[src/logic/dma_map_pkg.sv]
/*
  DMA engine address map
  host bus widths, engine register offsets and descriptor table layout
*/
package dma_map_pkg;

  localparam int DATA_W = 64;            // host data width
  localparam int STRB_W = DATA_W / 8;    // one strobe per byte
  localparam int ADDR_W = 16;            // APB word address

  ////////////////////////////////////////
  // engine registers
  ////////////////////////////////////////
  localparam logic [ADDR_W-1:0] ENGINE_BASE = 16'h0200;
  localparam logic [ADDR_W-1:0] REG_CTRL    = 16'd0;   // status byte / control
  localparam logic [ADDR_W-1:0] REG_INDEX   = 16'd1;   // active index above last index
  localparam logic [ADDR_W-1:0] REG_TIME    = 16'd2;   // running cycle count
  localparam logic [ADDR_W-1:0] REG_BYTES   = 16'd3;   // accumulated byte count
  localparam logic [ADDR_W-1:0] REG_WINDOW  = 16'd4;   // window size

  ////////////////////////////////////////
  // descriptor table
  ////////////////////////////////////////
  // table starts on the first stride-aligned word after the window register
  localparam logic [ADDR_W-1:0] DESC_BASE   = 16'h0208;
  localparam int                DESC_STRIDE = 4;       // words per descriptor
  localparam logic [1:0]        FLD_ADDR    = 2'd0;
  localparam logic [1:0]        FLD_SIZE    = 2'd1;
  localparam logic [1:0]        FLD_CTRL    = 2'd2;    // offset 3 reads zero

  localparam logic [63:0] DEFAULT_WINDOW = 64'd4;

endpackage

[src/logic/dma_types_pkg.sv]
/*
  DMA engine types
  packed structs carried between the register, RAM, sequencer and stats blocks
*/
package dma_types_pkg;
  import dma_map_pkg::*;

  typedef logic [15:0] desc_idx_t;   // low clog2(NUM_DESC) bits used
  typedef logic [7:0]  desc_ctrl_t;  // host flag byte per descriptor

  typedef struct packed {
    logic        enable;
    logic        clear_stats;        // one cycle pulse
    logic [1:0]  capabilities;
    desc_idx_t   last_index;
    logic [63:0] window_size;
  } engine_cfg_t;

  // status byte, msb first
  typedef struct packed {
    logic       zero;
    logic [1:0] capabilities;
    logic       error;
    logic       stop;
    logic       running;
    logic       reset_pulse;
    logic       enable;
  } engine_status_t;

  typedef struct packed {
    logic end_of_op;                 // control byte bit 3
    logic op_error;                  // control byte bit 4
  } req_status_t;

  typedef struct packed {
    desc_idx_t         index;
    logic [STRB_W-1:0] strb;
    logic [DATA_W-1:0] data;
    logic              we_addr;
    logic              we_size;
    logic              we_ctrl;
  } desc_host_t;

  typedef struct packed {
    logic [63:0] addr;
    logic [63:0] size;
    logic [63:0] window;
  } desc_out_t;

endpackage

[src/logic/engine_stats.sv]
/*
  engine statistics
  running flag, cycle counter and byte accumulator
*/
`timescale 1ns/1ps

module engine_stats
  import dma_types_pkg::*;
(
  input  logic        CLK,
  input  logic        RST_N,
  input  engine_cfg_t cfg,
  input  logic        stop,
  input  logic [63:0] byte_count,
  output logic        running,
  output logic [63:0] time_count,
  output logic [63:0] byte_total
);

  logic active;

  assign active = cfg.enable && !stop;  // counting window

  always_ff @(posedge CLK) begin
    if (!RST_N) begin
      running    <= 1'b0;
      time_count <= '0;
      byte_total <= '0;
    end else begin
      running <= active;
      if (cfg.clear_stats) begin
        time_count <= '0;
        byte_total <= '0;
      end else if (active) begin
        time_count <= time_count + 64'd1;        // cycles
        byte_total <= byte_total + byte_count;   // requester bytes per cycle
      end
    end
  end

endmodule

[config.mk]
export PLATFORM = sky130hd
export DESIGN_NAME = engine_stats
export DESIGN_NICKNAME = d
export VERILOG_FILES = /design/src/logic/dma_map_pkg.sv /design/src/logic/dma_types_pkg.sv /design/src/logic/engine_stats.sv
export SDC_FILE = /design/constraint.sdc
export NUM_CORES = 1
export LEC_CHECK = 0
export BUFFER_PORTS_ARGS = -buffer_cell sky130_fd_sc_hd__buf_2
export CAP_MARGIN = 20
export CORE_MARGIN = 4
export CORE_UTILIZATION = 56
export CTS_CLUSTER_DIAMETER = 60
export DETAILED_ROUTE_END_ITERATION = 8
export MAX_ROUTING_LAYER = met4
export PLACE_DENSITY = 0.87
export SLEW_MARGIN = 20
export SYNTH_ARGS = -nofsm -noshare
export SYNTH_HDL_FRONTEND = slang
export SYNTH_SLANG_ARGS = --single-unit
[constraint.sdc]
create_clock -name CLK -period 5.08 [get_ports CLK]
set_input_delay 1.27 -clock CLK [delete_from_list [all_inputs] [get_ports CLK]]
set_output_delay 1.27 -clock CLK [all_outputs]
set_load 0.005 [all_outputs]
# After elaboration in Yosys (flattened, before gate mapping)
# Index checks and enable logic that the tools add are counted.
[word_totals]
register_bits = 129
latch_bits = 0
mem_bits_rw = 0
romBits = 0
input_bits = 151
n_memories = 0
[classes]
addsub = 2
mul = 0
div_mod_pow = 0
n_lt_le_gt_ge = 0
n_eq_ne = 0
n_shift = 0
muxes = 0
n_bitwise = 1
n_reduce_logical = 3
[op_table]
columns = ["op", "n"]
rows = [
  ["adder 64 x 1 -> 64 bit, second input constant", 1],
  ["adder 64 bit", 1],
  ["OR reduction 2 bit", 1],
  ["logical AND 1 bit", 1],
  ["zero test 1 bit", 1],
  ["inverter 1 bit", 1],
]

# Logic depth before layout (Yosys ltp)
[depth]
ltp_word = 2
ltp_mapped = 12
depth_no_buf = 12

# Worst setup path after synthesis
# Ideal clock, no wire load.
[synth_timing]
kind = "in2reg"
start = "input byte_count[0]"
end = "register byte_total[54]"
t_arrival_ps = 3721
required_ps = 4958
setup_slack_ps = 1238
stages = 12
n_path_buf = 0
cell_sequence = "ha_1 fa_1 a21oi_1 o211ai_1 o211ai_1 o22a_1 o21ai_2 a2111oi_2 o21ai_1 a21oi_2 nor3_1 a221o_1"
[synth_between]
elab_chain_cells = 1
[synth_rtl]
columns = ["item", "line", "text"]
rows = [
  ["start, declared", "engine_stats.sv:14", "input logic [63:0] byte_count,"],
  ["adder 64 bit", "engine_stats.sv:36", "byte_total <= byte_total + byte_count;"],
  ["end signal, assigned", "engine_stats.sv:36", ""],
  ["end, declared", "engine_stats.sv:17", "output logic [63:0] byte_total"],
]
# No other way between the ends.
# A chain may end at the register's enable or synchronous reset.

# Final worst setup path
[layout_timing]
start = "input byte_count[0]"
end = "register byte_total[62]"
# Same word-level chain as after synthesis.

==> results.json <==
{
  "synth_most_common_cell": "nand2_1",
  "clock_latency_ps": 440,
  "layout.nets": 1532,
  "period_share_pct": 81.47,
  "port_buffers": 197,
  "rows": 45,
  "postCtsHoldBufs": 0,
  "synthFlopType": "dfxtp_1",
  "maxCapViolCount": 0,
  "met1_length_um": 10950,
  "hold_viol": 0,
  "status": "finished, final reports clean",
  "synth.area.top_cells": "dfxtp_1 (30%), ha_1 (9.2%), nand2_1 (7.3%), a21oi_1 (6.9%), xor2_1 (5.1%)",
  "clockBufferDepth": 2,
  "synth_seq_cells": 129,
  "tritoncts": "done",
  "io_pins": 280,
  "antenna_found_initial": 0,
  "wl_met2_um": 11250,
  "p_per_area_nw_per_um2": 252.1,
  "critical_path_arrival_ps": 4460,
  "grt_pass1_vias": 8309,
  "grt_pass1_wl_um": 39890,
  "cts_sinks": 129,
  "drt_wl_total_um": 24700,
  "via_per_inst": 5.942,
  "yosysTopAreaCell": "dfxtp_1",
  "ys_top_cells_by_count": "nand2_1 (169), dfxtp_1 (129), a21oi_1 (120)",
  "antenna-diode-count": 0,
  "p_leak_nw": 4.832,
  "gr-total-overflow": 0,
  "synth_warnings": 0,
  "start_util_pct": 57.35,
  "die_y_um": 132.8,
  "finClkSkew_ps": 16.81,
  "cp-end-kind": "flop",
  "gp_congestion": 0.9693,
  "crit_fanout": 5,
  "ant_nets": 0,
  "die_area_um2": 17630,
  "seqCellArea_um2": 2582,
  "tns_ps": 0,
  "syn_nets": 1367,
  "die_x_um": 132.8,
  "grt_max_degree": 103,
  "wl_met3_um": 1946,
  "cts_resized": 0,
  "grt.total_usage_pct": 27.88,
  "max_freq_mhz": 241.6,
  "hp-class": "flop to flop",
  "reg2reg_depth": 12,
  "finalSetupViolCount": 0,
  "coreArea_um2": 15200,
  "relSlewSlack_pct": 24.62,
  "synth_cell_type_count": 62,
  "drv_slew": 0,
  "wl_per_cell_um": 16.28,
  "clock-root-buffer": "clkbuf_16",
  "first_pass_iters": 7,
  "drc": 0,
  "yosysTopAreaCellShare_pct": 29.62,
  "multiInputGateArea_um2": 5813,
  "total_power_mw": 2.612,
  "synthArstFlopShare_pct": 0,
  "drtIter0Drc": 789,
  "routed.top_layer": "met4",
  "dp.final_hpwl_um": 18160,
  "path_clk_slew_ps": 70,
  "crit_type": "input port to flop",
  "ir_drop_mv": 0.2089,
  "worstSetupStartpointType": "input port",
  "avgSynthCellArea_um2": 7.575,
  "vias": 9014,
  "synth_enable_flop_cells": 0,
  "drive_gt1_share_pct": 19.19,
  "n_fill_cell": 1289,
  "area_growth_pct": 18.81,
  "cts_inserted_buffers": 17,
  "ys_seq_area_share_pct": 29.62,
  "crit_required_ps": 5410,
  "rsz0062_at_grt": "false",
  "syn_inst": 1151,
  "worstHoldPathCells": 2,
  "post-cts-setup-buffers": 0,
  "worstMarginPinSlew_ps": 1131,
  "post-route-min-period_ps": 4139,
  "htree_levels": 4,
  "netlist_area_um2": 8718
}
==> final cells by class <==
type	count	area share, %
Inverter	26	0.9421
Timing Repair Buffer	205	10.10
Clock buffer	17	4.107
Clock inverter	15	1.534
Tap cell	188	2.271
Sequential cell	129	24.93
Multi-Input combinational cell	937	56.12
==> registers in the layout (all words and copies together) (netlist names) <==
signal,cells
byte_total,64
time_count,64
running,1
==> power breakdown <==
part	internal [mW]	total [mW]	switching, mW
combinational	0.136	0.354	0.218
clock	0.659	1.22	0.561
sequential	1.03	1.04	0.0123
==> path summary, 6_finish.rpt <==
| check | startpoint | endpoint | slack [ps] |
|---|---|---|---|
| worst max-delay path | byte_count[0] | byte_total[62] | 940 |
| worst min-delay path | byte_total[34] | byte_total[34] | 470 |
| worst max register to register | byte_total[0] | byte_total[62] | 1570 |
| worst min register to register | byte_total[34] | byte_total[34] | 470 |
==> kinds of logic after synthesis <==
kind of cell	synth area share, %
buffers and inverters	3.903
AO/OA/AOI/OAI	23.55
multiplexers	0.2296
flip-flops	29.62
XOR/XNOR	9.142
adder cells (fa/ha/maj)	9.414
AND/OR/NAND/NOR	24.14
==> placed cells by master (no fill, tap or decap), types with 7 or more instances in the layout <==
master | Yosys | routed
and3_1 | 22 | 22
inv_1 | 26 | 26
or3_1 | 19 | 19
clkbuf_16 | 0 | 17
nand2_1 | 169 | 169
a21o_1 | 45 | 45
nor3_1 | 15 | 15
and4_1 | 9 | 9
and2_1 | 9 | 9
nand3_1 | 46 | 46
xor2_1 | 51 | 51
nand4_1 | 34 | 34
nor2_1 | 109 | 108
a31oi_1 | 7 | 7
xnor2_1 | 40 | 40
a21oi_1 | 120 | 120
o21ai_0 | 63 | 63
ha_1 | 64 | 64
buf_2 | 4 | 197
buf_4 | 0 | 8
o211ai_1 | 7 | 7
dfxtp_1 | 129 | 129
o21bai_1 | 18 | 18
==> critical path, cell delays in order <==
cell       delay (ps)
buf_2             100
ha_1              250
fa_1              420
a21oi_1           250
o211ai_1          140
o211ai_1          210
o22a_1            250
o21ai_2           120
a2111oi_2         540
o21ai_1           290
a31oi_1           300
nor3_1             90
a211o_1           240
==> metal layers <==
layer,GRT usage (%),vias up
met5,-,-
met4,9.527,0
met3,5.399,48
met2,43.85,396
met1,36.03,4133
li1,-,4437
==> metrics by stage <==
step | hold slack [ps] | instances | setup WS (ps) | util [%] | instance area, um2
floorplan | 464.4 | 1151 | 1238 | - | 8718
global placement | 452.8 | 1485 | 613.7 | 64.30 | 9774
detailed placement | 462.0 | 1485 | 619.7 | 64.30 | 9774
CTS | 470.2 | 1517 | 1016 | 68.14 | 10360
global route | 487.3 | 1517 | 763.5 | 68.14 | 10360
finish | 467.9 | 1517 | 941.5 | 68.14 | 10360
Note: power is estimated with default switching activity, not from simulation.
