[config.mk]
export PLATFORM = sky130hd
export DESIGN_NAME = engine_regs
export DESIGN_NICKNAME = d
export VERILOG_FILES = /design/src/logic/dma_map_pkg.sv /design/src/logic/dma_types_pkg.sv /design/src/logic/engine_regs.sv
export SDC_FILE = /design/constraint.sdc
export NUM_CORES = 1
export LEC_CHECK = 0
export BUFFER_PORTS_ARGS = -buffer_cell sky130_fd_sc_hd__buf_2
export CAP_MARGIN = 0
export CORE_AREA = 4 4 238 240
export DETAILED_ROUTE_END_ITERATION = 16
export DIE_AREA = 0 0 242 244
export GPL_TIMING_DRIVEN = 0
export SLEW_MARGIN = 20
export SYNTH_ARGS = -nofsm -noshare
export SYNTH_HDL_FRONTEND = slang
export SYNTH_SLANG_ARGS = --single-unit
export TNS_END_PERCENT = 20
[constraint.sdc]
create_clock -name CLK -period 2.2 [get_ports CLK]
set_clock_uncertainty 0.15 [all_clocks]
set_input_delay 0.22 -clock CLK [delete_from_list [all_inputs] [get_ports CLK]]
set_output_delay 0.22 -clock CLK [all_outputs]
set_load 0.02 [all_outputs]
[src/logic/dma_map_pkg.sv]
/*
  DMA engine address map
  host bus widths, engine register offsets and descriptor table layout
*/
package dma_map_pkg;

  localparam int DATA_W = 64;            // host data width
  localparam int STRB_W = DATA_W / 8;    // one strobe per byte
  localparam int ADDR_W = 16;            // APB word address

  ////////////////////////////////////////
  // engine registers
  ////////////////////////////////////////
  localparam logic [ADDR_W-1:0] ENGINE_BASE = 16'h0200;
  localparam logic [ADDR_W-1:0] REG_CTRL    = 16'd0;   // status byte / control
  localparam logic [ADDR_W-1:0] REG_INDEX   = 16'd1;   // active index above last index
  localparam logic [ADDR_W-1:0] REG_TIME    = 16'd2;   // running cycle count
  localparam logic [ADDR_W-1:0] REG_BYTES   = 16'd3;   // accumulated byte count
  localparam logic [ADDR_W-1:0] REG_WINDOW  = 16'd4;   // window size

  ////////////////////////////////////////
  // descriptor table
  ////////////////////////////////////////
  // table starts on the first stride-aligned word after the window register
  localparam logic [ADDR_W-1:0] DESC_BASE   = 16'h0208;
  localparam int                DESC_STRIDE = 4;       // words per descriptor
  localparam logic [1:0]        FLD_ADDR    = 2'd0;
  localparam logic [1:0]        FLD_SIZE    = 2'd1;
  localparam logic [1:0]        FLD_CTRL    = 2'd2;    // offset 3 reads zero

  localparam logic [63:0] DEFAULT_WINDOW = 64'd4;

endpackage

[src/logic/dma_types_pkg.sv]
/*
  DMA engine types
  packed structs carried between the register, RAM, sequencer and stats blocks
*/
package dma_types_pkg;
  import dma_map_pkg::*;

  typedef logic [15:0] desc_idx_t;   // low clog2(NUM_DESC) bits used
  typedef logic [7:0]  desc_ctrl_t;  // host flag byte per descriptor

  typedef struct packed {
    logic        enable;
    logic        clear_stats;        // one cycle pulse
    logic [1:0]  capabilities;
    desc_idx_t   last_index;
    logic [63:0] window_size;
  } engine_cfg_t;

  // status byte, msb first
  typedef struct packed {
    logic       zero;
    logic [1:0] capabilities;
    logic       error;
    logic       stop;
    logic       running;
    logic       reset_pulse;
    logic       enable;
  } engine_status_t;

  typedef struct packed {
    logic end_of_op;                 // control byte bit 3
    logic op_error;                  // control byte bit 4
  } req_status_t;

  typedef struct packed {
    desc_idx_t         index;
    logic [STRB_W-1:0] strb;
    logic [DATA_W-1:0] data;
    logic              we_addr;
    logic              we_size;
    logic              we_ctrl;
  } desc_host_t;

  typedef struct packed {
    logic [63:0] addr;
    logic [63:0] size;
    logic [63:0] window;
  } desc_out_t;

endpackage

[src/logic/engine_regs.sv]
/*
  engine register block
  APB slave with one wait state, engine control registers,
  descriptor field write decode and the host read mux
*/
`timescale 1ns/1ps

module engine_regs
  import dma_map_pkg::*;
  import dma_types_pkg::*;
#(
  parameter int NUM_DESC = 1024
) (
  input  logic              CLK,
  input  logic              RST_N,
  input  logic              psel,
  input  logic              penable,
  input  logic              pwrite,
  input  logic [ADDR_W-1:0] paddr,
  input  logic [DATA_W-1:0] pwdata,
  input  logic [STRB_W-1:0] pstrb,
  output logic [DATA_W-1:0] prdata,
  output logic              pready,
  output engine_cfg_t       cfg,
  output desc_host_t        host_wr,
  output engine_status_t    status,
  input  logic [DATA_W-1:0] addr_rdata,
  input  logic [DATA_W-1:0] size_rdata,
  input  desc_ctrl_t        ctrl_rdata,
  input  desc_idx_t         active_index,
  input  logic              stop,
  input  logic              error,
  input  logic              running,
  input  logic [63:0]       time_count,
  input  logic [63:0]       byte_total
);

  localparam int          FW         = $clog2(DESC_STRIDE);
  localparam logic [31:0] DESC_WORDS = 32'(NUM_DESC * DESC_STRIDE);

  logic              enable_q;
  logic              reset_q;     // reset pulse, also clears stats
  logic [1:0]        caps_q;
  desc_idx_t         last_q;
  logic [63:0]       window_q;
  logic              wr_fire;
  logic [ADDR_W-1:0] desc_off;
  logic              desc_hit;
  logic [FW-1:0]     fld;

  ////////////////////////////////////////
  // APB handshake and decode
  ////////////////////////////////////////
  always_ff @(posedge CLK) begin
    if (!RST_N) begin
      pready <= 1'b0;
    end else begin
      pready <= psel && penable && !pready; // high on 2nd access cycle
    end
  end

  assign wr_fire  = psel && penable && pwrite && pready; // write lands here
  assign desc_off = paddr - DESC_BASE;
  assign desc_hit = (paddr >= DESC_BASE) && (32'(desc_off) < DESC_WORDS);
  assign fld      = desc_off[FW-1:0];                    // field within descriptor

  always_comb begin
    host_wr.index   = desc_off >> FW;  // port A address, reads too
    host_wr.strb    = pstrb;
    host_wr.data    = pwdata;
    host_wr.we_addr = wr_fire && desc_hit && (fld == FLD_ADDR);
    host_wr.we_size = wr_fire && desc_hit && (fld == FLD_SIZE);
    host_wr.we_ctrl = wr_fire && desc_hit && (fld == FLD_CTRL);
  end

  ////////////////////////////////////////
  // engine registers
  ////////////////////////////////////////
  always_ff @(posedge CLK) begin
    if (!RST_N) begin
      enable_q <= 1'b0;
      reset_q  <= 1'b0;
      caps_q   <= 2'b00;
      last_q   <= '0;
      window_q <= DEFAULT_WINDOW;
    end else begin
      reset_q <= 1'b0;                        // self clearing
      if (stop && !reset_q) begin
        enable_q <= 1'b0;                     // engine halts at stop
      end
      if (wr_fire) begin
        case (paddr)
          ENGINE_BASE + REG_CTRL: begin
            if (pstrb[0]) begin
              caps_q   <= pwdata[3:2];
              reset_q  <= pwdata[1];
              enable_q <= pwdata[0];
            end
          end
          ENGINE_BASE + REG_INDEX: begin
            for (int b = 0; b < $bits(desc_idx_t) / 8; b++) begin
              if (pstrb[b]) last_q[b*8 +: 8] <= pwdata[b*8 +: 8];
            end
          end
          ENGINE_BASE + REG_WINDOW: begin
            for (int b = 0; b < STRB_W; b++) begin
              if (pstrb[b]) window_q[b*8 +: 8] <= pwdata[b*8 +: 8];
            end
          end
          default: begin
          end
        endcase
      end
    end
  end

  assign cfg = '{enable:       enable_q,
                 clear_stats:  reset_q,
                 capabilities: caps_q,
                 last_index:   last_q,
                 window_size:  window_q};

  assign status = '{zero:         1'b0,
                    capabilities: caps_q,
                    error:        error,
                    stop:         stop,
                    running:      running,
                    reset_pulse:  reset_q,
                    enable:       enable_q};

  ////////////////////////////////////////
  // read mux
  ////////////////////////////////////////
  always_comb begin
    prdata = '0;
    if (desc_hit) begin
      case (fld)
        FLD_ADDR: prdata = addr_rdata;
        FLD_SIZE: prdata = size_rdata;
        FLD_CTRL: prdata = DATA_W'(ctrl_rdata);
        default:  prdata = '0;                  // unused slot
      endcase
    end else begin
      case (paddr)
        ENGINE_BASE + REG_CTRL:   prdata = DATA_W'(status);
        ENGINE_BASE + REG_INDEX:  prdata = DATA_W'({active_index, last_q});
        ENGINE_BASE + REG_TIME:   prdata = time_count;
        ENGINE_BASE + REG_BYTES:  prdata = byte_total;
        ENGINE_BASE + REG_WINDOW: prdata = window_q;
        default:                  prdata = '0;  // unmapped
      endcase
    end
  end

  // master must hold the access phase until the wait state ends
  a_pready_access: assert property (@(posedge CLK) disable iff (!RST_N)
    pready |-> psel && penable);

endmodule

==> Yosys cells after proc, flatten, opt, wreduce, memory -nomap -nowiden <==
Index checks and enable logic that the tools add are counted.
Widths: inputs -> output; s select.
{ "totals": {"out_inout_bits": 248, "regBits": 85, "inputBits": 376, "elab_cells": 56} }
{ "op_classes": {"n_mux": 7, "magnitude_cmp": 2, "eq_ne": 7, "addsub": 1, "reduce_logical": 25} }
{ "op_table": {"columns": ["operator", "n"], "rows": [
  ["$pmux 64 s5", 1],
  ["$pmux 64 s3", 1],
  ["$eq 16x10->1 const B", 5],
  ["$mux 64", 1],
  ["$reduce_and 3->1", 11],
  ["$ge 16x10->1 const B", 1],
  ["$lt 16x13->1 const B", 1],
  ["$sub 16x10->16 const B", 1],
  ["$logic_and 1x1->1", 10],
  ["$mux 1", 4],
  ["$reduce_and 4->1", 1],
  ["$eq 2x1->1 const B", 1],
  ["$eq 2x2->1 const B", 1],
  ["$logic_not 1->1", 2],
  ["$logic_not 2->1", 1]
]} }

==> Depth between registers and ports, before layout <==
{ "depth": {"ltp_word": 6, "ltp_mapped": 8, "mapped_depth_nobuf": 6} }

==> Worst setup path after synthesis <==
No wires, ideal clock.
{ "synth_timing": {"kind": "in2out", "startpoint": "in paddr[8]", "endpoint": "out prdata[1]", "arrival_ns": 1.964, "slack_ns": -0.134, "stages": 6, "path_buffers": 1, "required_time_ns": 1.830, "cell_sequence": "or4_4 > nand2_1 > a311oi_1 > o31ai_1 > buf_4 > mux2i_1"} }
{ "synth_between": {"elab_chain_cells": 4} }
{ "synth_lines": {"columns": ["element", "line", "rtl"], "rows": [
  ["from (decl)", "engine_regs.sv:19", "input logic [ADDR_W-1:0] paddr,"],
  ["$sub 16x10->16", "engine_regs.sv:63", "assign desc_off = paddr - DESC_BASE;"],
  ["$lt 16x13->1", "engine_regs.sv:64", "assign desc_hit = (paddr >= DESC_BASE) && (32'(desc_off) < DESC_WORDS);"],
  ["$logic_and 1x1->1", "engine_regs.sv:64", null],
  ["$mux 64 *", "engine_regs.sv:136", "if (desc_hit) begin"],
  ["to (decl)", "engine_regs.sv:22", "output logic [DATA_W-1:0] prdata,"]
]} }
Mark *: on every way between the ends. The rest lies on a longest branch, timed or not.

==> Worst setup path in the final report <==
{ "layout_timing": {"startpoint": "in paddr[6]", "endpoint": "out prdata[52]"} }
Same word-level chain as after synthesis.

==> flow_summary_export.csv <==
group,metric,value,unit
placement,dp.cells,2113,
global_routing,grt_use_total,0.1527,
die,pin_count,624,
global_routing,grt_pass1_wl,65910,µm
logic_synthesis,yosysSeqAreaShare,0.2403,
placement,dpl_cell_area,0.01113,mm²
logic_synthesis,synth_area,0.007081,mm²
routing,viasPerCell,4.217,
cells_and_area,final_cell_mix,"561 x buf_2, 153 x mux2i_1, 108 x buf_4, 85 x dfxtp_1, 84 x nor2b_1",
clock_network,tritoncts,"done",
logic_synthesis,synthCells,788,
cells_and_area,fillers,6007,
critical_path,crit_required,1830,ps
clock_network,clock_sinks,85,
global_routing,grt_overflow_total,0,
logic_synthesis,ys_seq_elements,85,
global_routing,grt_pass1_vias,9539,
pwr,comb_power_share,0.296,
cells_and_area,seq_area,0.001702,mm²
pwr,internal-power,3.201,mW
pwr,powerDensity,345.2,mW/mm²
die,rows,86,
logic_synthesis,synthDistinctLibCells,50,
critical_path,crit_chain,"buf_8 > or4_4 > o21ai_4 > and4b_1 > o31ai_2 > buf_6 > buf_12 > buf_12 > o21ai_4 > buf_6",
cells_and_area,nets,1880,
routing,ant_nets,0,
logic_synthesis,avgSynthCellArea,8.985,µm²
pwr,finalPower,4.620,mW
critical_path,cp-end-kind,"primary output",
sta,tightest_slew,893.7,ps
die,die_area,0.05905,mm²
critical_path,crit_type,"primary input to primary output",
sta,setup_ws,-476.1,ps
die,core_area,0.05466,mm²
sta,fin_crit_sh,1.216,
pwr,p_leak,6.901,nW
cells_and_area,multi_input_area,0.004945,mm²
routing,vias,9336,
clock_network,clk_pin_slew_worst_paths,60,ps
die,die_x,242,µm
placement,post-place-ws,-1427,ps
logic_synthesis,synth_async_sr_flop_share,0,
placement,port_buffers,619,
logic_synthesis,synth-warning-count,0,
sta,relSlewSlack,0.4042,
cells_and_area,stdcell_area,0.01338,mm²
die,start_util,0.1295,
routing,firstDrtPassIters,7,
sta,finalSetupViolCount,67,
cells_and_area,syn2layout_area_growth,89.01,%
clock_network,htreeDepth,3,
cells_and_area,final_common_cell,"buf_2",
routing,drt_iter0_drc,474,
sta,post-route-min-period,2676,ps
run,maxCapViolations,0,
clock_network,cts_buffers,9,
routing,drc,0,
hold_path,hold_path_class,"primary input to flip-flop",
routing,wl_per_cell,21.97,µm
cells_and_area,fin_cells,2214,
global_routing,antenna_found_initial,15,
global_routing,grt_max_degree,15,
logic_synthesis,synth-edff-count,0,
pwr,vdd_drop_max,0.0003990,V
critical_path,worst-path-max-fanout,5,
clock_network,root_buffer,"clkbuf_16",
critical_path,cp.arrival,2310,ps
critical_path,start_kind,"primary input",
die,die_h,244,µm
pwr,power_switching,1.418,mW
sta,holdWs,65.74,ps
status,violations,"setup timing",
routing,routed_wl,48640,µm
critical_path,slowest_delay,580,ps
pwr,p_seq_frac,0.333,
critical_path,crit_slowest_cell,"or4_4",
placement,dp_hpwl,37740,µm
status,status,"finished, violations left",
sta,hold_viol,0,
pwr,p_clk_frac,0.371,
clock_network,clk_latency,370,ps
sta,rsz0062_at_grt,"yes",
logic_synthesis,synthFlopType,"dfxtp_1",
pwr,swShare,0.3070,
cells_and_area,drive_above_1_share,0.5836,
placement,gp_congestion,0.8795,
sta,fmax,373.7,MHz
clock_network,clk_path_buf_depth,2,
sta,finalMaxSlewViolations,0,
==> area by class of cell <==
type | count | share of cell area
antenna | 2 | 0.0003740
buffer | 145 | 0.08461
clock buffer | 10 | 0.01711
clock inverter | 6 | 0.006545
inverter | 3 | 0.0008414
multi-input combinational | 556 | 0.3695
sequential | 85 | 0.1272
tap | 704 | 0.06582
timing repair buffer | 703 | 0.3281
==> cells in the mapped netlist (all sizes together), types with 3 or more instances <==
cell type | instances | share of area
nor4 | 4 | 0.011
dfxtp | 85 | 0.24
nor2 | 17 | 0.0090
nor2b | 85 | 0.075
a222oi | 38 | 0.054
o21ai | 65 | 0.063
nand4 | 8 | 0.014
a2111oi | 25 | 0.031
nand2 | 22 | 0.012
xor2 | 7 | 0.0087
and3 | 75 | 0.066
clkbuf | 41 | 0.022
buf | 105 | 0.11
nor3 | 6 | 0.011
mux2i | 159 | 0.22
a21oi | 11 | 0.0078
inv | 3 | 0.0016
==> logic make-up (layout without fill, tap and decap cells) <==
kind of cell | Yosys count | after routing | share of synthesized area
AO/OA/AOI/OAI | 148 | 148 | 0.1661
XOR/XNOR | 9 | 9 | 0.01113
adder cells (fa/ha/maj) | 1 | 1 | 0.001767
buffers and inverters | 149 | 867 | 0.1336
flip-flops | 85 | 85 | 0.2403
multiplexers | 161 | 161 | 0.2295
other | 1 | 5 | 0.0005296
AND/OR/NAND/NOR | 234 | 234 | 0.2170
==> worst max-delay path: cells and delay by family <==
kind                   cells  cell delay, ps
buffers and inverters      5             750
AND/OR/NAND/NOR            2             850
AO/OA/AOI/OAI              3             470
==> metal layers <==
metal	GRT usage	up-vias	share of wire
met4	0.05378	4	0.030
met5	0	-	0.00047
met2	0.2617	521	0.49
met3	0.04090	82	0.072
met1	0.1847	4436	0.41
li1	-	4293	-
==> power by group through the flow <==
stage / sequential (mW) / combinational (mW) / clock [mW]
2_1_floorplan: 1.58 / 0.525 / 0
3_3_place_gp: 1.57 / 1.17 / 0
3_5_place_dp: 1.57 / 1.17 / 0
4_1_cts: 1.54 / 1.33 / 1.81
5_1_grt: 1.54 / 1.46 / 1.87
6_report: 1.54 / 1.37 / 1.71
==> path summary, 6_finish.rpt <==
| path | from | end | slack [ps] | cells past startpoint |
|---|---|---|---|---|
| worst max-delay path | paddr[6] | prdata[52] | -480 | 10 |
| worst min-delay path | pwdata[51] | window_q[51]$_SDFFE_PN0P_ | 70 | 3 |
| worst max register to register | pready$_SDFF_PN0_ | last_q[8]$_SDFFE_PN0P_ | 60 | 6 |
| worst min register to register | window_q[2]$_SDFFE_PN1P_ | window_q[2]$_SDFFE_PN1P_ | 350 | 2 |
==> timing repair <==
action / 4_1_cts / 5_1_grt
endpoints found under the hold margin: 78 / 0
hold buffers: 66 / 0
setup buffers: 10 / 1
pin swaps: 30 / 19
endpoints found under the setup margin: 125 / 97
gates cloned: 4 / 3
resized for setup: 212 / 85
==> sequential cells by signal, indices dropped and copies added (netlist names) <==
register / count
window_q: 64
last_q: 16
caps_q: 2
enable_q: 1
pready: 1
reset_q: 1
==> stage by stage <==
stage | utilization | setup TNS (ps)
finish | 0.2448 | -26260
global route | 0.2448 | -30660
CTS | 0.2368 | -24800
detailed placement | 0.2036 | -109160
global placement | 0.2035 | -115700
floorplan | - | -2297
Note: power is estimated with default switching activity, not from simulation.
