<file path="src/logic/dma_map_pkg.sv">
/*
  DMA engine address map
  host bus widths, engine register offsets and descriptor table layout
*/
package dma_map_pkg;

  localparam int DATA_W = 64;            // host data width
  localparam int STRB_W = DATA_W / 8;    // one strobe per byte
  localparam int ADDR_W = 16;            // APB word address

  ////////////////////////////////////////
  // engine registers
  ////////////////////////////////////////
  localparam logic [ADDR_W-1:0] ENGINE_BASE = 16'h0200;
  localparam logic [ADDR_W-1:0] REG_CTRL    = 16'd0;   // status byte / control
  localparam logic [ADDR_W-1:0] REG_INDEX   = 16'd1;   // active index above last index
  localparam logic [ADDR_W-1:0] REG_TIME    = 16'd2;   // running cycle count
  localparam logic [ADDR_W-1:0] REG_BYTES   = 16'd3;   // accumulated byte count
  localparam logic [ADDR_W-1:0] REG_WINDOW  = 16'd4;   // window size

  ////////////////////////////////////////
  // descriptor table
  ////////////////////////////////////////
  // table starts on the first stride-aligned word after the window register
  localparam logic [ADDR_W-1:0] DESC_BASE   = 16'h0208;
  localparam int                DESC_STRIDE = 4;       // words per descriptor
  localparam logic [1:0]        FLD_ADDR    = 2'd0;
  localparam logic [1:0]        FLD_SIZE    = 2'd1;
  localparam logic [1:0]        FLD_CTRL    = 2'd2;    // offset 3 reads zero

  localparam logic [63:0] DEFAULT_WINDOW = 64'd4;

endpackage

</file>
<file path="src/logic/dma_types_pkg.sv">
/*
  DMA engine types
  packed structs carried between the register, RAM, sequencer and stats blocks
*/
package dma_types_pkg;
  import dma_map_pkg::*;

  typedef logic [15:0] desc_idx_t;   // low clog2(NUM_DESC) bits used
  typedef logic [7:0]  desc_ctrl_t;  // host flag byte per descriptor

  typedef struct packed {
    logic        enable;
    logic        clear_stats;        // one cycle pulse
    logic [1:0]  capabilities;
    desc_idx_t   last_index;
    logic [63:0] window_size;
  } engine_cfg_t;

  // status byte, msb first
  typedef struct packed {
    logic       zero;
    logic [1:0] capabilities;
    logic       error;
    logic       stop;
    logic       running;
    logic       reset_pulse;
    logic       enable;
  } engine_status_t;

  typedef struct packed {
    logic end_of_op;                 // control byte bit 3
    logic op_error;                  // control byte bit 4
  } req_status_t;

  typedef struct packed {
    desc_idx_t         index;
    logic [STRB_W-1:0] strb;
    logic [DATA_W-1:0] data;
    logic              we_addr;
    logic              we_size;
    logic              we_ctrl;
  } desc_host_t;

  typedef struct packed {
    logic [63:0] addr;
    logic [63:0] size;
    logic [63:0] window;
  } desc_out_t;

endpackage

</file>
<file path="src/logic/descriptor_sequencer.sv">
/*
  descriptor sequencer
  walks the active index through the table, latches stop and error
  and presents the current descriptor with a valid flag
*/
`timescale 1ns/1ps

module descriptor_sequencer
  import dma_types_pkg::*;
#(
  parameter int NUM_DESC = 1024
) (
  input  logic        CLK,
  input  logic        RST_N,
  input  engine_cfg_t cfg,
  input  req_status_t req,
  input  logic [63:0] addr_word,
  input  logic [63:0] size_word,
  output desc_idx_t   active_index,
  output logic        stop,
  output logic        error,
  output logic        desc_valid,
  output desc_out_t   desc
);

  localparam int IW = $clog2(NUM_DESC);

  logic [IW-1:0] idx_q;
  logic [IW-1:0] idx_d1;    // previous index, for stability check
  logic          eop;
  logic          at_last;

  assign eop          = req.end_of_op && desc_valid;  // only seen while valid
  assign at_last      = (idx_q == cfg.last_index[IW-1:0]);
  assign active_index = desc_idx_t'(idx_q);

  ////////////////////////////////////////
  // index walk
  ////////////////////////////////////////
  always_ff @(posedge CLK) begin
    if (!RST_N) begin
      idx_q  <= '0;
      idx_d1 <= '0;
    end else begin
      idx_d1 <= idx_q;
      if (eop) begin
        idx_q <= (idx_q == IW'(NUM_DESC - 1)) ? '0 : idx_q + 1'b1; // wrap at table end
      end
    end
  end

  // stop and error flags
  always_ff @(posedge CLK) begin
    if (!RST_N) begin
      stop  <= 1'b0;
      error <= 1'b0;
    end else if (cfg.clear_stats) begin
      stop  <= 1'b0;
      error <= 1'b0;
    end else begin
      if (eop && at_last) stop  <= 1'b1;    // last descriptor done
      if (req.op_error)   error <= 1'b1;    // sticky
    end
  end

  ////////////////////////////////////////
  // descriptor output
  ////////////////////////////////////////
  always_ff @(posedge CLK) begin
    if (!RST_N) begin
      desc_valid <= 1'b0;
    end else if (eop) begin
      desc_valid <= 1'b0;                   // drop right after end of op
    end else begin
      desc_valid <= cfg.enable && !stop && (idx_q == idx_d1);
    end
  end

  always_ff @(posedge CLK) begin
    desc.addr   <= addr_word;               // port B data, one cycle behind index
    desc.size   <= size_word;
    desc.window <= cfg.window_size;
  end

  // no descriptor is offered once the table end has been reached
  a_no_valid_stopped: assert property (@(posedge CLK) disable iff (!RST_N)
    stop |-> !desc_valid);

endmodule

</file>
<file path="config.mk">
export PLATFORM = sky130hd
export DESIGN_NAME = descriptor_sequencer
export DESIGN_NICKNAME = d
export VERILOG_FILES = /design/src/logic/dma_map_pkg.sv /design/src/logic/dma_types_pkg.sv /design/src/logic/descriptor_sequencer.sv
export SDC_FILE = /design/constraint.sdc
export NUM_CORES = 1
export LEC_CHECK = 0
export BUFFER_PORTS_ARGS = -buffer_cell sky130_fd_sc_hd__buf_4
export CAP_MARGIN = 20
export CORE_AREA = 2 2 168 170
export DETAILED_ROUTE_END_ITERATION = 12
export DIE_AREA = 0 0 170 172
export HOLD_SLACK_MARGIN = 0.1
export PLACE_DENSITY = 0.44
export SYNTH_ARGS = -nofsm -noshare
export SYNTH_HDL_FRONTEND = slang
export SYNTH_SLANG_ARGS = --single-unit
export TNS_END_PERCENT = 30
</file>
<file path="constraint.sdc">
create_clock -name CLK -period 4.04 [get_ports CLK]
set_clock_uncertainty 0.1 [all_clocks]
set_input_delay 0.202 -clock CLK [delete_from_list [all_inputs] [get_ports CLK]]
set_output_delay 0.202 -clock CLK [all_outputs]
set_load 0.02 [all_outputs]
</file>
==> After elaboration in Yosys (flattened, before gate mapping) <==
Index checks and enable logic that the tools add are counted.
{ "totals": {"out_inout_bits": 211, "reg_bits": 215, "elab_cells": 21} }
{ "op_classes": {"eq_ne": 3, "bitwise_logic": 1, "muxes": 1, "add_sub_neg": 1, "n_reduce_logical": 7} }
{ "op_table": {"columns": ["op", "n"], "rows": [
  ["10-bit == test", 2],
  ["10-bit by 1-bit adder with 10-bit output (second input constant)", 1],
  ["10-bit == test (second input constant)", 1],
  ["10-bit 2-to-1 mux", 1],
  ["1-bit logical AND", 4],
  ["2-bit OR reduction", 2],
  ["1-bit zero test", 1],
  ["1-bit inverter", 1]
]} }

==> Logic depth before layout (Yosys ltp) <==
Gate-level depths: netlist of run 1.
{ "depth": {"ltp_word": 3, "mapped_depth": 6, "ltp_nobuf": 5} }

==> Worst setup path before layout of run 1 <==
No wires, ideal clock.
{ "synth_path": {"path_type": "register -> register", "startpoint": "register idx_q[0]", "endpoint": "register idx_q[0]", "path_stages_with_launch": 7, "n_path_buf": 1, "arrival_ps": 1375, "path_slack_ps": 2446, "required_time_ps": 3821, "cell_sequence": "dfxtp_1 > ha_1 > and4_1 > buf_6 > nand2_1 > o21ai_2 > nor2_1"} }
{ "synth_between": {"elab_chain_len": 2} }
{ "synth_rtl": {"columns": ["element", "line_no", "text"], "rows": [
  ["start, declared", "descriptor_sequencer.sv:28", "logic [IW-1:0] idx_q;"],
  ["start signal, assigned", "descriptor_sequencer.sv:47", "idx_q <= (idx_q == IW'(NUM_DESC - 1)) ? '0 : idx_q + 1'b1;"],
  ["10-bit by 1-bit adder with 10-bit output or 10-bit == test (tied branches)", "descriptor_sequencer.sv:47", null],
  ["10-bit 2-to-1 mux *", "descriptor_sequencer.sv:47", null]
]} }
Every way passes the cells marked *; elsewhere a longest branch is shown, timed or not.
A chain may end at the register's enable or synchronous reset.

==> Worst setup path in the final report of run 1 <==
{ "layout_path": {"startpoint": "register idx_q[3]", "endpoint": "register stop"} }
{ "layout_between": {"elab_chain_len": 2} }
{ "layout_rtl": {"columns": ["element", "line_no", "text"], "rows": [
  ["10-bit == test", "descriptor_sequencer.sv:34", "assign at_last = (idx_q == cfg.last_index[IW-1:0]);"],
  ["1-bit logical AND", "descriptor_sequencer.sv:61", "if (eop && at_last) stop <= 1'b1;"],
  ["end signal, assigned", "descriptor_sequencer.sv:55", "stop <= 1'b0;"],
  ["end signal, assigned", "descriptor_sequencer.sv:58", "stop <= 1'b0;"],
  ["end signal, assigned", "descriptor_sequencer.sv:61", null],
  ["end, declared", "descriptor_sequencer.sv:20", "output logic stop,"]
]} }
Every way passes these cells.

==> flow_metrics.env, run 1 <==
export IMPL_row_count=61
export IMPL_setup_tns_ns=0
export IMPL_crit_buf_inv=2
export IMPL_slowest_stage="dfxtp_1"
export IMPL_r2r_start="idx_q[3]"
export IMPL_worst_r2r_setup_slack_ns=1.56
export IMPL_num_vias=4540
export IMPL_cts_setup_buffers=0
export IMPL_fillers=2636
export IMPL_dieHeight_um=172
export IMPL_hold_violations=0
export IMPL_min_path_cells=2
export IMPL_p_per_area_nw_per_um2=444.5
export IMPL_placed_cells=1065
export IMPL_grt_pass1_wl_mm=25.41
export IMPL_p_leak_nw=5.270
export IMPL_antennaDiodeCount=0
export IMPL_gp_congestion=0.7089
export IMPL_netlist_cell_type_count=33
export IMPL_multi_input_area_um2=611.8
export IMPL_synth_top_cell_by_area="dfxtp_1"
export IMPL_required_ns=4.39
export IMPL_finalPower_mw=4.991
export IMPL_synth_area_leaders="dfxtp_1 (86%), xor2_1 (3.0%), xnor2_1 (1.7%), and2_1 (1.1%), buf_4 (0.90%)"
export IMPL_layout_drive_gt1_share_pct=47.50
export IMPL_drc=0
export IMPL_grt_overflow=0
export IMPL_arrival_ns=2.83
export IMPL_track_usage_pct=11.35
export IMPL_r2r_end="stop"
export IMPL_grt_pass1_vias=4688
export IMPL_rsz0062_at_grt="no"
export IMPL_fin_crit_sh_pct=61.31
export IMPL_max_freq_mhz=403.7
export IMPL_finalWirelength_mm=18.31
export IMPL_r2r_cells=6
export IMPL_root_buffer="clkbuf_16"
export IMPL_yosysTopAreaCellShare_pct=85.64
export IMPL_syn_area_um2=5026
export IMPL_critPathMaxStageDelay_ns=0.57
export IMPL_drt_iter0_markers=90
export IMPL_cts_max_level=1
export IMPL_outcome="finished, final reports clean"
export IMPL_vdd_ir_drop_worst_mv=0.3320
export IMPL_crit_type="reg -> reg"
export IMPL_cts_max_path_buffers=3
export IMPL_cts_buffers=24
export IMPL_synth_seq_cells=215
export IMPL_avgSynthCellArea_um2=15.91
export IMPL_crit_path_end_kind="flip-flop"
export IMPL_start_util_pct=18.29
export IMPL_synthCells=316
export IMPL_worstPathMaxFanout=9
export IMPL_min_from="size_word[58]"
export IMPL_regArea_um2=4304
export IMPL_yosys_warnings=0
export IMPL_dieArea_um2=29240
export IMPL_path_delay_family="buffers and inverters"
export IMPL_drv_cap=0
export IMPL_min_path_type="in -> reg"
export IMPL_cts_sinks=215
export IMPL_seq_area_frac_synth_pct=85.64
export IMPL_stdcell_count=1306
export IMPL_postRouteAntennaNets=0
export IMPL_finalCriticalPeriod_ns=2.477
export IMPL_setup_viol=0
export IMPL_grt_max_degree=14
export IMPL_path_cells="xor2_1 -> nor4_1 -> nand4_1 -> dlygate4sd3_1 -> o21ai_0 -> dlygate4sd3_1"
export IMPL_vias_per_cell=3.476
export IMPL_path_common_cell="dlygate4sd3_1"
export IMPL_antenna_found_initial=0
export IMPL_worst_setup_path_start_kind="flip-flop"
export IMPL_fin_ws_ns=1.563
export IMPL_wire_per_inst_um=14.02
export IMPL_io_pins=427
export IMPL_io_buffers=412
export IMPL_core_area_um2=27480
export IMPL_syn_to_final_growth_pct=123.4
export IMPL_first_pass_iters=4
export IMPL_die_x_um=170
export IMPL_hpwl_mm=13.12
export IMPL_layout_nets=1163
export IMPL_path_clk_slew_ns=0.06
export IMPL_dp_slack_ns=2.338
export IMPL_slew_violations=0
export IMPL_clk_latency_ns=0.51
export IMPL_holdPathEnd="desc[122]"
export IMPL_cts_tree="done"
[report_power, final]
group / switching, mW / internal, mW
registers: 0.0358 / 2.23
logic: 0.259 / 0.380
clock network: 0.829 / 1.26
[sequential cells by signal, summed over array words and instances (netlist names)]
register	flops
desc_valid	1
idx_q	10
idx_d1	10
error	1
desc	192
stop	1
[how the worst max path moves through the flow]
stage          slack, ns  cells past startpoint     start  endpoint
2_1_floorplan       2.45                      6  idx_q[0]  idx_q[0]
3_3_place_gp        2.33                      5  idx_q[0]  idx_q[0]
3_5_place_dp        2.34                      5  idx_q[1]  idx_q[0]
4_1_cts             1.55                      6  idx_q[3]      stop
5_1_grt             1.30                      6  idx_q[3]      stop
6_report            1.56                      6  idx_q[3]      stop
[per-layer routing]
| layer | GRT usage [%] | vias to the layer above | wire length, um |
|---|---|---|---|
| li1 | - | 2253 | - |
| met1 | 13.23 | 2046 | 7218 |
| met2 | 19.86 | 205 | 9302 |
| met3 | 3.365 | 36 | 1369 |
| met4 | 4.013 | 0 | 423 |
| met5 | 0 | - | 0 |
[cell type report]
cell class / count / share of cell area (%)
clock buffer: 34 / 6.230
clock inverter: 6 / 0.5572
inverter: 3 / 0.1003
multi-input combinational: 89 / 5.450
sequential: 215 / 38.34
tap: 346 / 3.856
timing repair buffer: 613 / 45.47
[stage by stage]
stage | util, % | instance area, um2 | hold slack (ns)
floorplan | - | 5045 | 0.1297
global placement | 30.76 | 8453 | 0.2064
detailed placement | 30.76 | 8453 | 0.2074
CTS | 40.86 | 11230 | 0.2056
global route | 40.86 | 11230 | 0.2070
finish | 40.86 | 11230 | 0.2293
[Yosys cell counts, drive strengths merged]
cell type / instances
dfxtp: 215
xor2: 17
buf: 11
nor2: 11
and2: 10
xnor2: 10
nand2: 8
nand4: 6
nand3: 4
a21oi: 3
and4: 3
clkbuf: 3
inv: 3
nor4: 3
o21ai: 3
a211oi: 1
conb: 1
ha: 1
nand2b: 1
nor3: 1
o41ai: 1
[cells in the final DEF (no fill, tap or decap), drive strengths merged]
cell type,instances
nand3,4
and2,10
clkbuf,34
nand4,6
xor2,17
nand2b,1
o41ai,1
nand2,8
bufinv,1
xnor2,10
buf,412
a21oi,3
and4,3
nor3,1
inv,3
dlygate4sd3,201
nor4,3
o21ai,3
a211oi,1
conb,6
nor2,11
dfxtp,215
ha,1
clkinv,5
[logic make-up after synthesis]
group | after synthesis | share of synthesized area [%]
flops | 215 | 85.64
simple gates | 47 | 5.626
xor+xnor | 27 | 4.705
buf+inv | 17 | 2.564
compound gates | 8 | 1.145
fa+ha+maj | 1 | 0.2489
other cells | 1 | 0.07461
[repair_timing]
action	CTS	global route
endpoints found under the hold margin	214	0
endpoints found under the setup margin	0	0
hold buffers	201	0
gates resized for setup	0	0
No activity file was read; power rests on OpenSTA's default activity.
==> run 2, diff against run 1 <==
- CORE_AREA: 2 2 168 170 -> 2 2 167 169
- DIE_AREA: 0 0 170 172 -> 0 0 169 171
- PLACE_DENSITY: 0.44 -> 0.46
- clock period: 4.04 -> 2.2 ns (I/O delays scaled with it)
==> flow_metrics.env, run 2 (synthesized netlist as in run 1, its figures left out) <==
export IMPL_first_pass_iters=4
export IMPL_core_area_um2=27320
export IMPL_crit_path_end_kind="flip-flop"
export IMPL_use_met2_pct=21.85
export IMPL_arrival_ns=2.15
export IMPL_largest_register_ffs=192
export IMPL_drt_iter0_markers=99
export IMPL_root_buffer="clkbuf_16"
export IMPL_grt_pass1_vias=5018
export IMPL_drv_cap=0
export IMPL_grt_pass1_wl_mm=26.89
export IMPL_required_ns=2.53
export IMPL_path_cells="xor2_1 -> nor2_1 -> nand4_1 -> dlygate4sd3_1 -> nor4_2"
export IMPL_fin_crit_sh_pct=82.76
export IMPL_p_per_area_nw_per_um2=830.2
export IMPL_syn_to_final_growth_pct=125.4
export IMPL_worst_r2r_setup_slack_ns=0.38
export IMPL_hpwl_mm=13.39
export IMPL_io_pins=427
export IMPL_dieHeight_um=171
export IMPL_layout_drive_gt1_share_pct=47.99
export IMPL_vdd_ir_drop_worst_mv=0.6650
export IMPL_cts_setup_buffers=0
export IMPL_num_vias=4620
export IMPL_r2r_end="desc_valid"
export IMPL_cts_max_path_buffers=3
export IMPL_track_usage_pct=12.10
export IMPL_cts_sinks=215
export IMPL_fin_ws_ns=0.3793
export IMPL_grt_max_degree=15
export IMPL_use_met1_pct=12.61
export IMPL_use_met3_pct=5.043
export IMPL_rsz0062_at_grt="no"
export IMPL_final_cell_mix="buf_4 (417), dfxtp_1 (215), dlygate4sd3_1 (203)"
export IMPL_grt_busiest_layer="met2"
export IMPL_cts_max_level=1
export IMPL_p_leak_nw=5.323
export IMPL_layout_nets=1170
export IMPL_path_clk_slew_ns=0.06
export IMPL_finalHoldWorstSlack_ns=0.1286
export IMPL_drc=0
export IMPL_grt_overflow=0
export IMPL_cts_tree="done"
export IMPL_wire_per_inst_um=14.28
export IMPL_slowest_stage="dlygate4sd3_1"
export IMPL_finalWirelength_mm=18.79
export IMPL_critPathMaxStageDelay_ns=0.57
export IMPL_clk_latency_ns=0.52
export IMPL_dieArea_um2=28900
export IMPL_setup_viol=0
export IMPL_row_count=61
export IMPL_crit_type="reg -> reg"
export IMPL_min_path_type="in -> reg"
export IMPL_cts_buffers=24
export IMPL_max_freq_mhz=549.3
export IMPL_min_from="addr_word[43]"
export IMPL_min_path_cells=2
export IMPL_io_buffers=412
export IMPL_largestRegisters="desc: 192 flops, idx_d1: 10 flops, idx_q: 10 flops"
export IMPL_finalCriticalPeriod_ns=1.821
export IMPL_hold_violations=0
export IMPL_postRouteAntennaNets=0
export IMPL_r2r_cells=5
export IMPL_gp_congestion=0.7427
export IMPL_outcome="finished, final reports clean"
export IMPL_antenna_found_initial=0
export IMPL_slew_violations=0
export IMPL_r2r_start="idx_q[8]"
export IMPL_die_x_um=169
export IMPL_final_common_cell="buf_4"
export IMPL_setup_tns_ns=0
export IMPL_holdPathEnd="desc[171]"
export IMPL_vias_per_cell=3.511
export IMPL_worst_setup_path_start_kind="flip-flop"
export IMPL_max_flop_register="desc"
export IMPL_dp_slack_ns=0.5018
export IMPL_worstPathMaxFanout=7
export IMPL_start_util_pct=18.39
run 2: changes by cell type in the layout (fill, tap and decap cells not counted), moves of 2 or more:
| cell | delta |
|---|---|
| clkbuf_8 | -3 |
| dlygate4sd3_1 | +2 |
| bufinv_16 | +2 |
| clkinv_2 | +3 |
| clkbuf_1 | -2 |
| buf_4 | +5 |
run 2: worst max-delay path by stage:
stage	cells past startpoint	end	startpoint
after CTS	5	desc_valid	idx_q[8]
after floorplan	6	idx_q[0]	idx_q[0]
after detailed placement	5	idx_q[0]	idx_q[1]
after global routing	6	stop	idx_q[0]
after global placement	5	idx_q[5]	idx_q[1]
final	5	desc_valid	idx_q[8]
run 2: power breakdown:
part	leakage (nW)	switching, mW	internal (mW)
clock	0.398	1.61	2.46
combinational	3.12	0.484	0.703
sequential	1.81	0.0588	4.09
total	5.32	2.15	7.25
run 2: layout make-up:
class                      instances  area (um2)
fill                            2578       15990
timing repair buffer             620        5162
sequential                       215        4304
clock buffer                      29       650.6
multi-input combinational         89       611.8
tap                              346       432.9
clock inverter                    13       153.9
inverter                           3       11.26
antenna                            1       2.502
run 2: through the flow:
| step | total power [mW] | area, um2 | cells | utilization [%] |
|---|---|---|---|---|
| after global placement | 5.119 | 8491 | 1070 | 31.07 |
| after global routing | 9.786 | 11330 | 1315 | 41.46 |
| after CTS | 9.564 | 11330 | 1315 | 41.46 |
| after detailed placement | 5.119 | 8491 | 1070 | 31.07 |
| after floorplan | 4.513 | 5045 | 321 | - |
| final | 9.405 | 11330 | 1316 | 41.46 |
run 2: layer usage:
layer / up-vias / routed length (um) / part of all wire (%)
li1: 2265 / - / -
met1: 2093 / 6592 / 35
met3: 45 / 1825 / 9.7
met5: - / 0 / 0
met4: 0 / 503 / 2.7
met2: 217 / 9865 / 53
run 2: repair_timing:
item	4_1_cts	5_1_grt
endpoints found under the setup margin	0	0
hold buffers	203	0
hold endpoints to repair	215	0
gates resized for setup	0	0
run 2: critical path: cells and delay by family, from the launching register on:
family / cells / cell delay [ns]
simple gates: 3 / 0.47
buf+inv: 1 / 0.57
flops: 1 / 0.50
xor+xnor: 1 / 0.11
==> run 3, diff against run 2 <==
- CORE_AREA: 2 2 167 169 -> 2 2 165 167
- DIE_AREA: 0 0 169 171 -> 0 0 167 169
- clock period: 2.2 -> 1.8 ns (I/O delays scaled with it)
==> flow_metrics.env, run 3 <==
export IMPL_start_util_pct=18.97
export IMPL_yosysTopAreaCellShare_pct=85.64
export IMPL_cts_max_path_buffers=3
export IMPL_io_pins=427
export IMPL_gp_congestion=0.7216
export IMPL_place_area_um2=8499
export IMPL_row_count=60
export IMPL_dieHeight_um=169
export IMPL_netlist_cell_type_count=33
export IMPL_avgSynthCellArea_um2=15.91
export IMPL_yosys_warnings=0
export IMPL_outcome="stopped before the end"
export IMPL_synthCells=316
export IMPL_cts_max_level=1
export IMPL_die_x_um=167
export IMPL_synth_async_sr_flop_share_pct=0
export IMPL_cts_sinks=215
export IMPL_synth_ff_type="dfxtp_1"
export IMPL_synth_seq_cells=215
export IMPL_cts_hold_buf=223
export IMPL_seq_area_frac_synth_pct=85.64
export IMPL_netlist_top_cells_count="dfxtp_1 (215), xor2_1 (17), nor2_1 (11)"
export IMPL_synth_edff_count=0
export IMPL_cts_setup_buffers=0
export IMPL_yosysMostFrequentCell="dfxtp_1"
export IMPL_synth_top_cell_by_area="dfxtp_1"
export IMPL_synth_area_leaders="dfxtp_1 (86%), xor2_1 (3.0%), xnor2_1 (1.7%), and2_1 (1.1%), buf_4 (0.90%)"
export IMPL_cts_buffers=24
export IMPL_firstError="[ERROR RSZ-0060] Max buffer count reached."
export IMPL_io_buffers=412
export IMPL_root_buffer="clkbuf_16"
export IMPL_hpwl_mm=12.92
export IMPL_lastStage="4_1_cts"
export IMPL_syn_area_um2=5026
export IMPL_cts_resized=0
## run 3: cell counts after synthesis
Identical to the previous run, type by type.
## run 3: stage by stage
step | hold WS (ns) | setup WS [ns] | std cells
2_1_floorplan | 0.01772 | 0.2055 | 321
3_3_place_gp | 0.09431 | 0.3236 | 1067
3_5_place_dp | 0.09544 | 0.3146 | 1067
## run 3: cell families after synthesis
family / Yosys count / synth area share (%)
flops: 215 / 85.64
simple gates: 47 / 5.626
xor+xnor: 27 / 4.705
buf+inv: 17 / 2.564
compound gates: 8 / 1.145
fa+ha+maj: 1 / 0.2489
other cells: 1 / 0.07461
==> run 4, diff against run 3 <==
- HOLD_SLACK_MARGIN: 0.1 -> unset
- PLACE_DENSITY: 0.46 -> unset
- PLACE_DENSITY_LB_ADDON: unset -> 0.15
==> flow_metrics.env, run 4 (synthesized netlist as in run 1, its figures left out) <==
export IMPL_wire_per_inst_um=13.90
export IMPL_p_seq_share_pct=45.5
export IMPL_min_path_type="in -> reg"
export IMPL_drv_cap=0
export IMPL_core_area_um2=26500
export IMPL_combinationalPowerShare_pct=13.1
export IMPL_grt_overflow=0
export IMPL_arrival_ns=1.90
export IMPL_io_pins=427
export IMPL_swShare_pct=23.24
export IMPL_cts_max_path_buffers=3
export IMPL_cts_tree="done"
export IMPL_cts_max_level=1
export IMPL_finalCriticalPeriod_ns=1.600
export IMPL_dieHeight_um=169
export IMPL_grt_pass1_vias=5072
export IMPL_switching_power_mw=2.585
export IMPL_io_buffers=412
export IMPL_p_leak_nw=5.330
export IMPL_final_common_cell="buf_4"
export IMPL_antenna_found_initial=0
export IMPL_layout_drive_gt1_share_pct=47.64
export IMPL_root_buffer="clkbuf_16"
export IMPL_worst_r2r_setup_slack_ns=0.20
export IMPL_crit_type="reg -> reg"
export IMPL_slowest_stage="dlygate4sd3_1"
export IMPL_crit_buf_inv=1
export IMPL_max_flop_register="desc"
export IMPL_finalHoldWorstSlack_ns=0.09926
export IMPL_layout_nets=1178
export IMPL_antennaDiodeCount=0
export IMPL_worstPathMaxFanout=5
export IMPL_final_cell_mix="buf_4 (420), dfxtp_1 (213), dlygate4sd3_1 (207)"
export IMPL_drc=0
export IMPL_track_usage_pct=12.24
export IMPL_outcome="finished, final reports clean"
export IMPL_fillers=2481
export IMPL_first_pass_iters=4
export IMPL_die_x_um=167
export IMPL_path_delay_family="buffers and inverters"
export IMPL_largest_register_ffs=192
export IMPL_regArea_um2=4307
export IMPL_row_count=60
export IMPL_dieArea_um2=28220
export IMPL_syn_to_final_growth_pct=125.3
export IMPL_vdd_ir_drop_worst_mv=0.8160
export IMPL_cts_buffers=25
export IMPL_num_vias=4627
export IMPL_clk_latency_ns=0.52
export IMPL_grt_pass1_wl_mm=27.03
export IMPL_setup_tns_ns=0
export IMPL_postRouteAntennaNets=0
export IMPL_gp_congestion=0.7098
export IMPL_rsz0062_at_grt="no"
export IMPL_multi_input_area_um2=611.8
export IMPL_critPathMaxStageDelay_ns=0.55
export IMPL_required_ns=2.10
export IMPL_cts_setup_buffers=0
export IMPL_path_clk_slew_ns=0.06
export IMPL_hold_violations=0
export IMPL_drt_iter0_markers=101
export IMPL_worst_setup_path_start_kind="flip-flop"
export IMPL_finalWirelength_mm=18.27
export IMPL_hpwl_mm=13.22
export IMPL_slew_violations=0
export IMPL_grt_max_degree=14
export IMPL_vias_per_cell=3.519
export IMPL_clockPowerShare_pct=41.4
export IMPL_p_int_mw=8.539
export IMPL_p_per_area_nw_per_um2=982.5
export IMPL_path_cells="xor2_1 -> nor3_1 -> dlygate4sd3_1 -> nand4_1 -> o21ai_0"
export IMPL_cts_sinks=215
export IMPL_max_freq_mhz=624.9
export IMPL_start_util_pct=18.97
export IMPL_crit_path_end_kind="flip-flop"
export IMPL_largestRegisters="desc: 192 flops, idx_d1: 10 flops, idx_q: 10 flops"
export IMPL_fin_crit_sh_pct=88.90
export IMPL_setup_viol=0
[run 4: final cells by class]
cell class,instances,share of cell area [%]
Clock inverter,5,0.4199
Multi-Input combinational cell,89,5.404
Clock buffer,35,6.122
Timing Repair Buffer,627,46.15
Tap cell,341,3.768
Sequential cell,215,38.04
Inverter,3,0.09946
[run 4: timing repair]
action / in CTS / in global routing
hold buffers: 207 / 0
resized for setup: 0 / 2
endpoints found under the hold margin: 215 / 0
endpoints found under the setup margin: 0 / 1
[run 4: worst paths after layout]
| check | from | end | cells after the start |
|---|---|---|---|
| hold / removal | addr_word[20] | desc[148] | 2 |
| setup reg to reg | idx_q[4] | stop | 5 |
| setup / recovery | idx_q[4] | stop | 5 |
| hold reg to reg | stop | desc_valid | 1 |
[run 4: per-stage QoR]
step / cell area [um2] / instances / setup slack (ns) / power (mW) / util [%]
6_report: 11320 / 1315 / 0.1998 / 11.12 / 42.72
2_1_floorplan: 5045 / 321 / 0.2055 / 5.516 / -
4_1_cts: 11320 / 1315 / 0.1140 / 11.32 / 42.71
3_3_place_gp: 8507 / 1068 / 0.3571 / 6.252 / 32.10
3_5_place_dp: 8507 / 1068 / 0.3293 / 6.253 / 32.10
5_1_grt: 11320 / 1315 / 0.08265 / 11.62 / 42.72
[run 4: routing by layer]
layer / up-vias / global-route usage, % / wire (um) / part of all wire (%)
met5: - / 0 / 0 / 0
met4: 0 / 4.348 / 628 / 3.4
met3: 39 / 5.424 / 1893 / 10
met2: 220 / 23.37 / 9863 / 54
met1: 2088 / 11.53 / 5888 / 32
li1: 2280 / - / - / -
[run 4: power by group through the flow]
| stage | Clock, mW | Sequential (mW) | Combinational (mW) |
|---|---|---|---|
| final | 4.61 | 5.06 | 1.45 |
| after global placement | 0 | 5.16 | 1.09 |
| after global routing | 5.01 | 5.08 | 1.54 |
| after floorplan | 0 | 5.47 | 0.0507 |
| after detailed placement | 0 | 5.16 | 1.09 |
| after CTS | 4.79 | 5.06 | 1.47 |
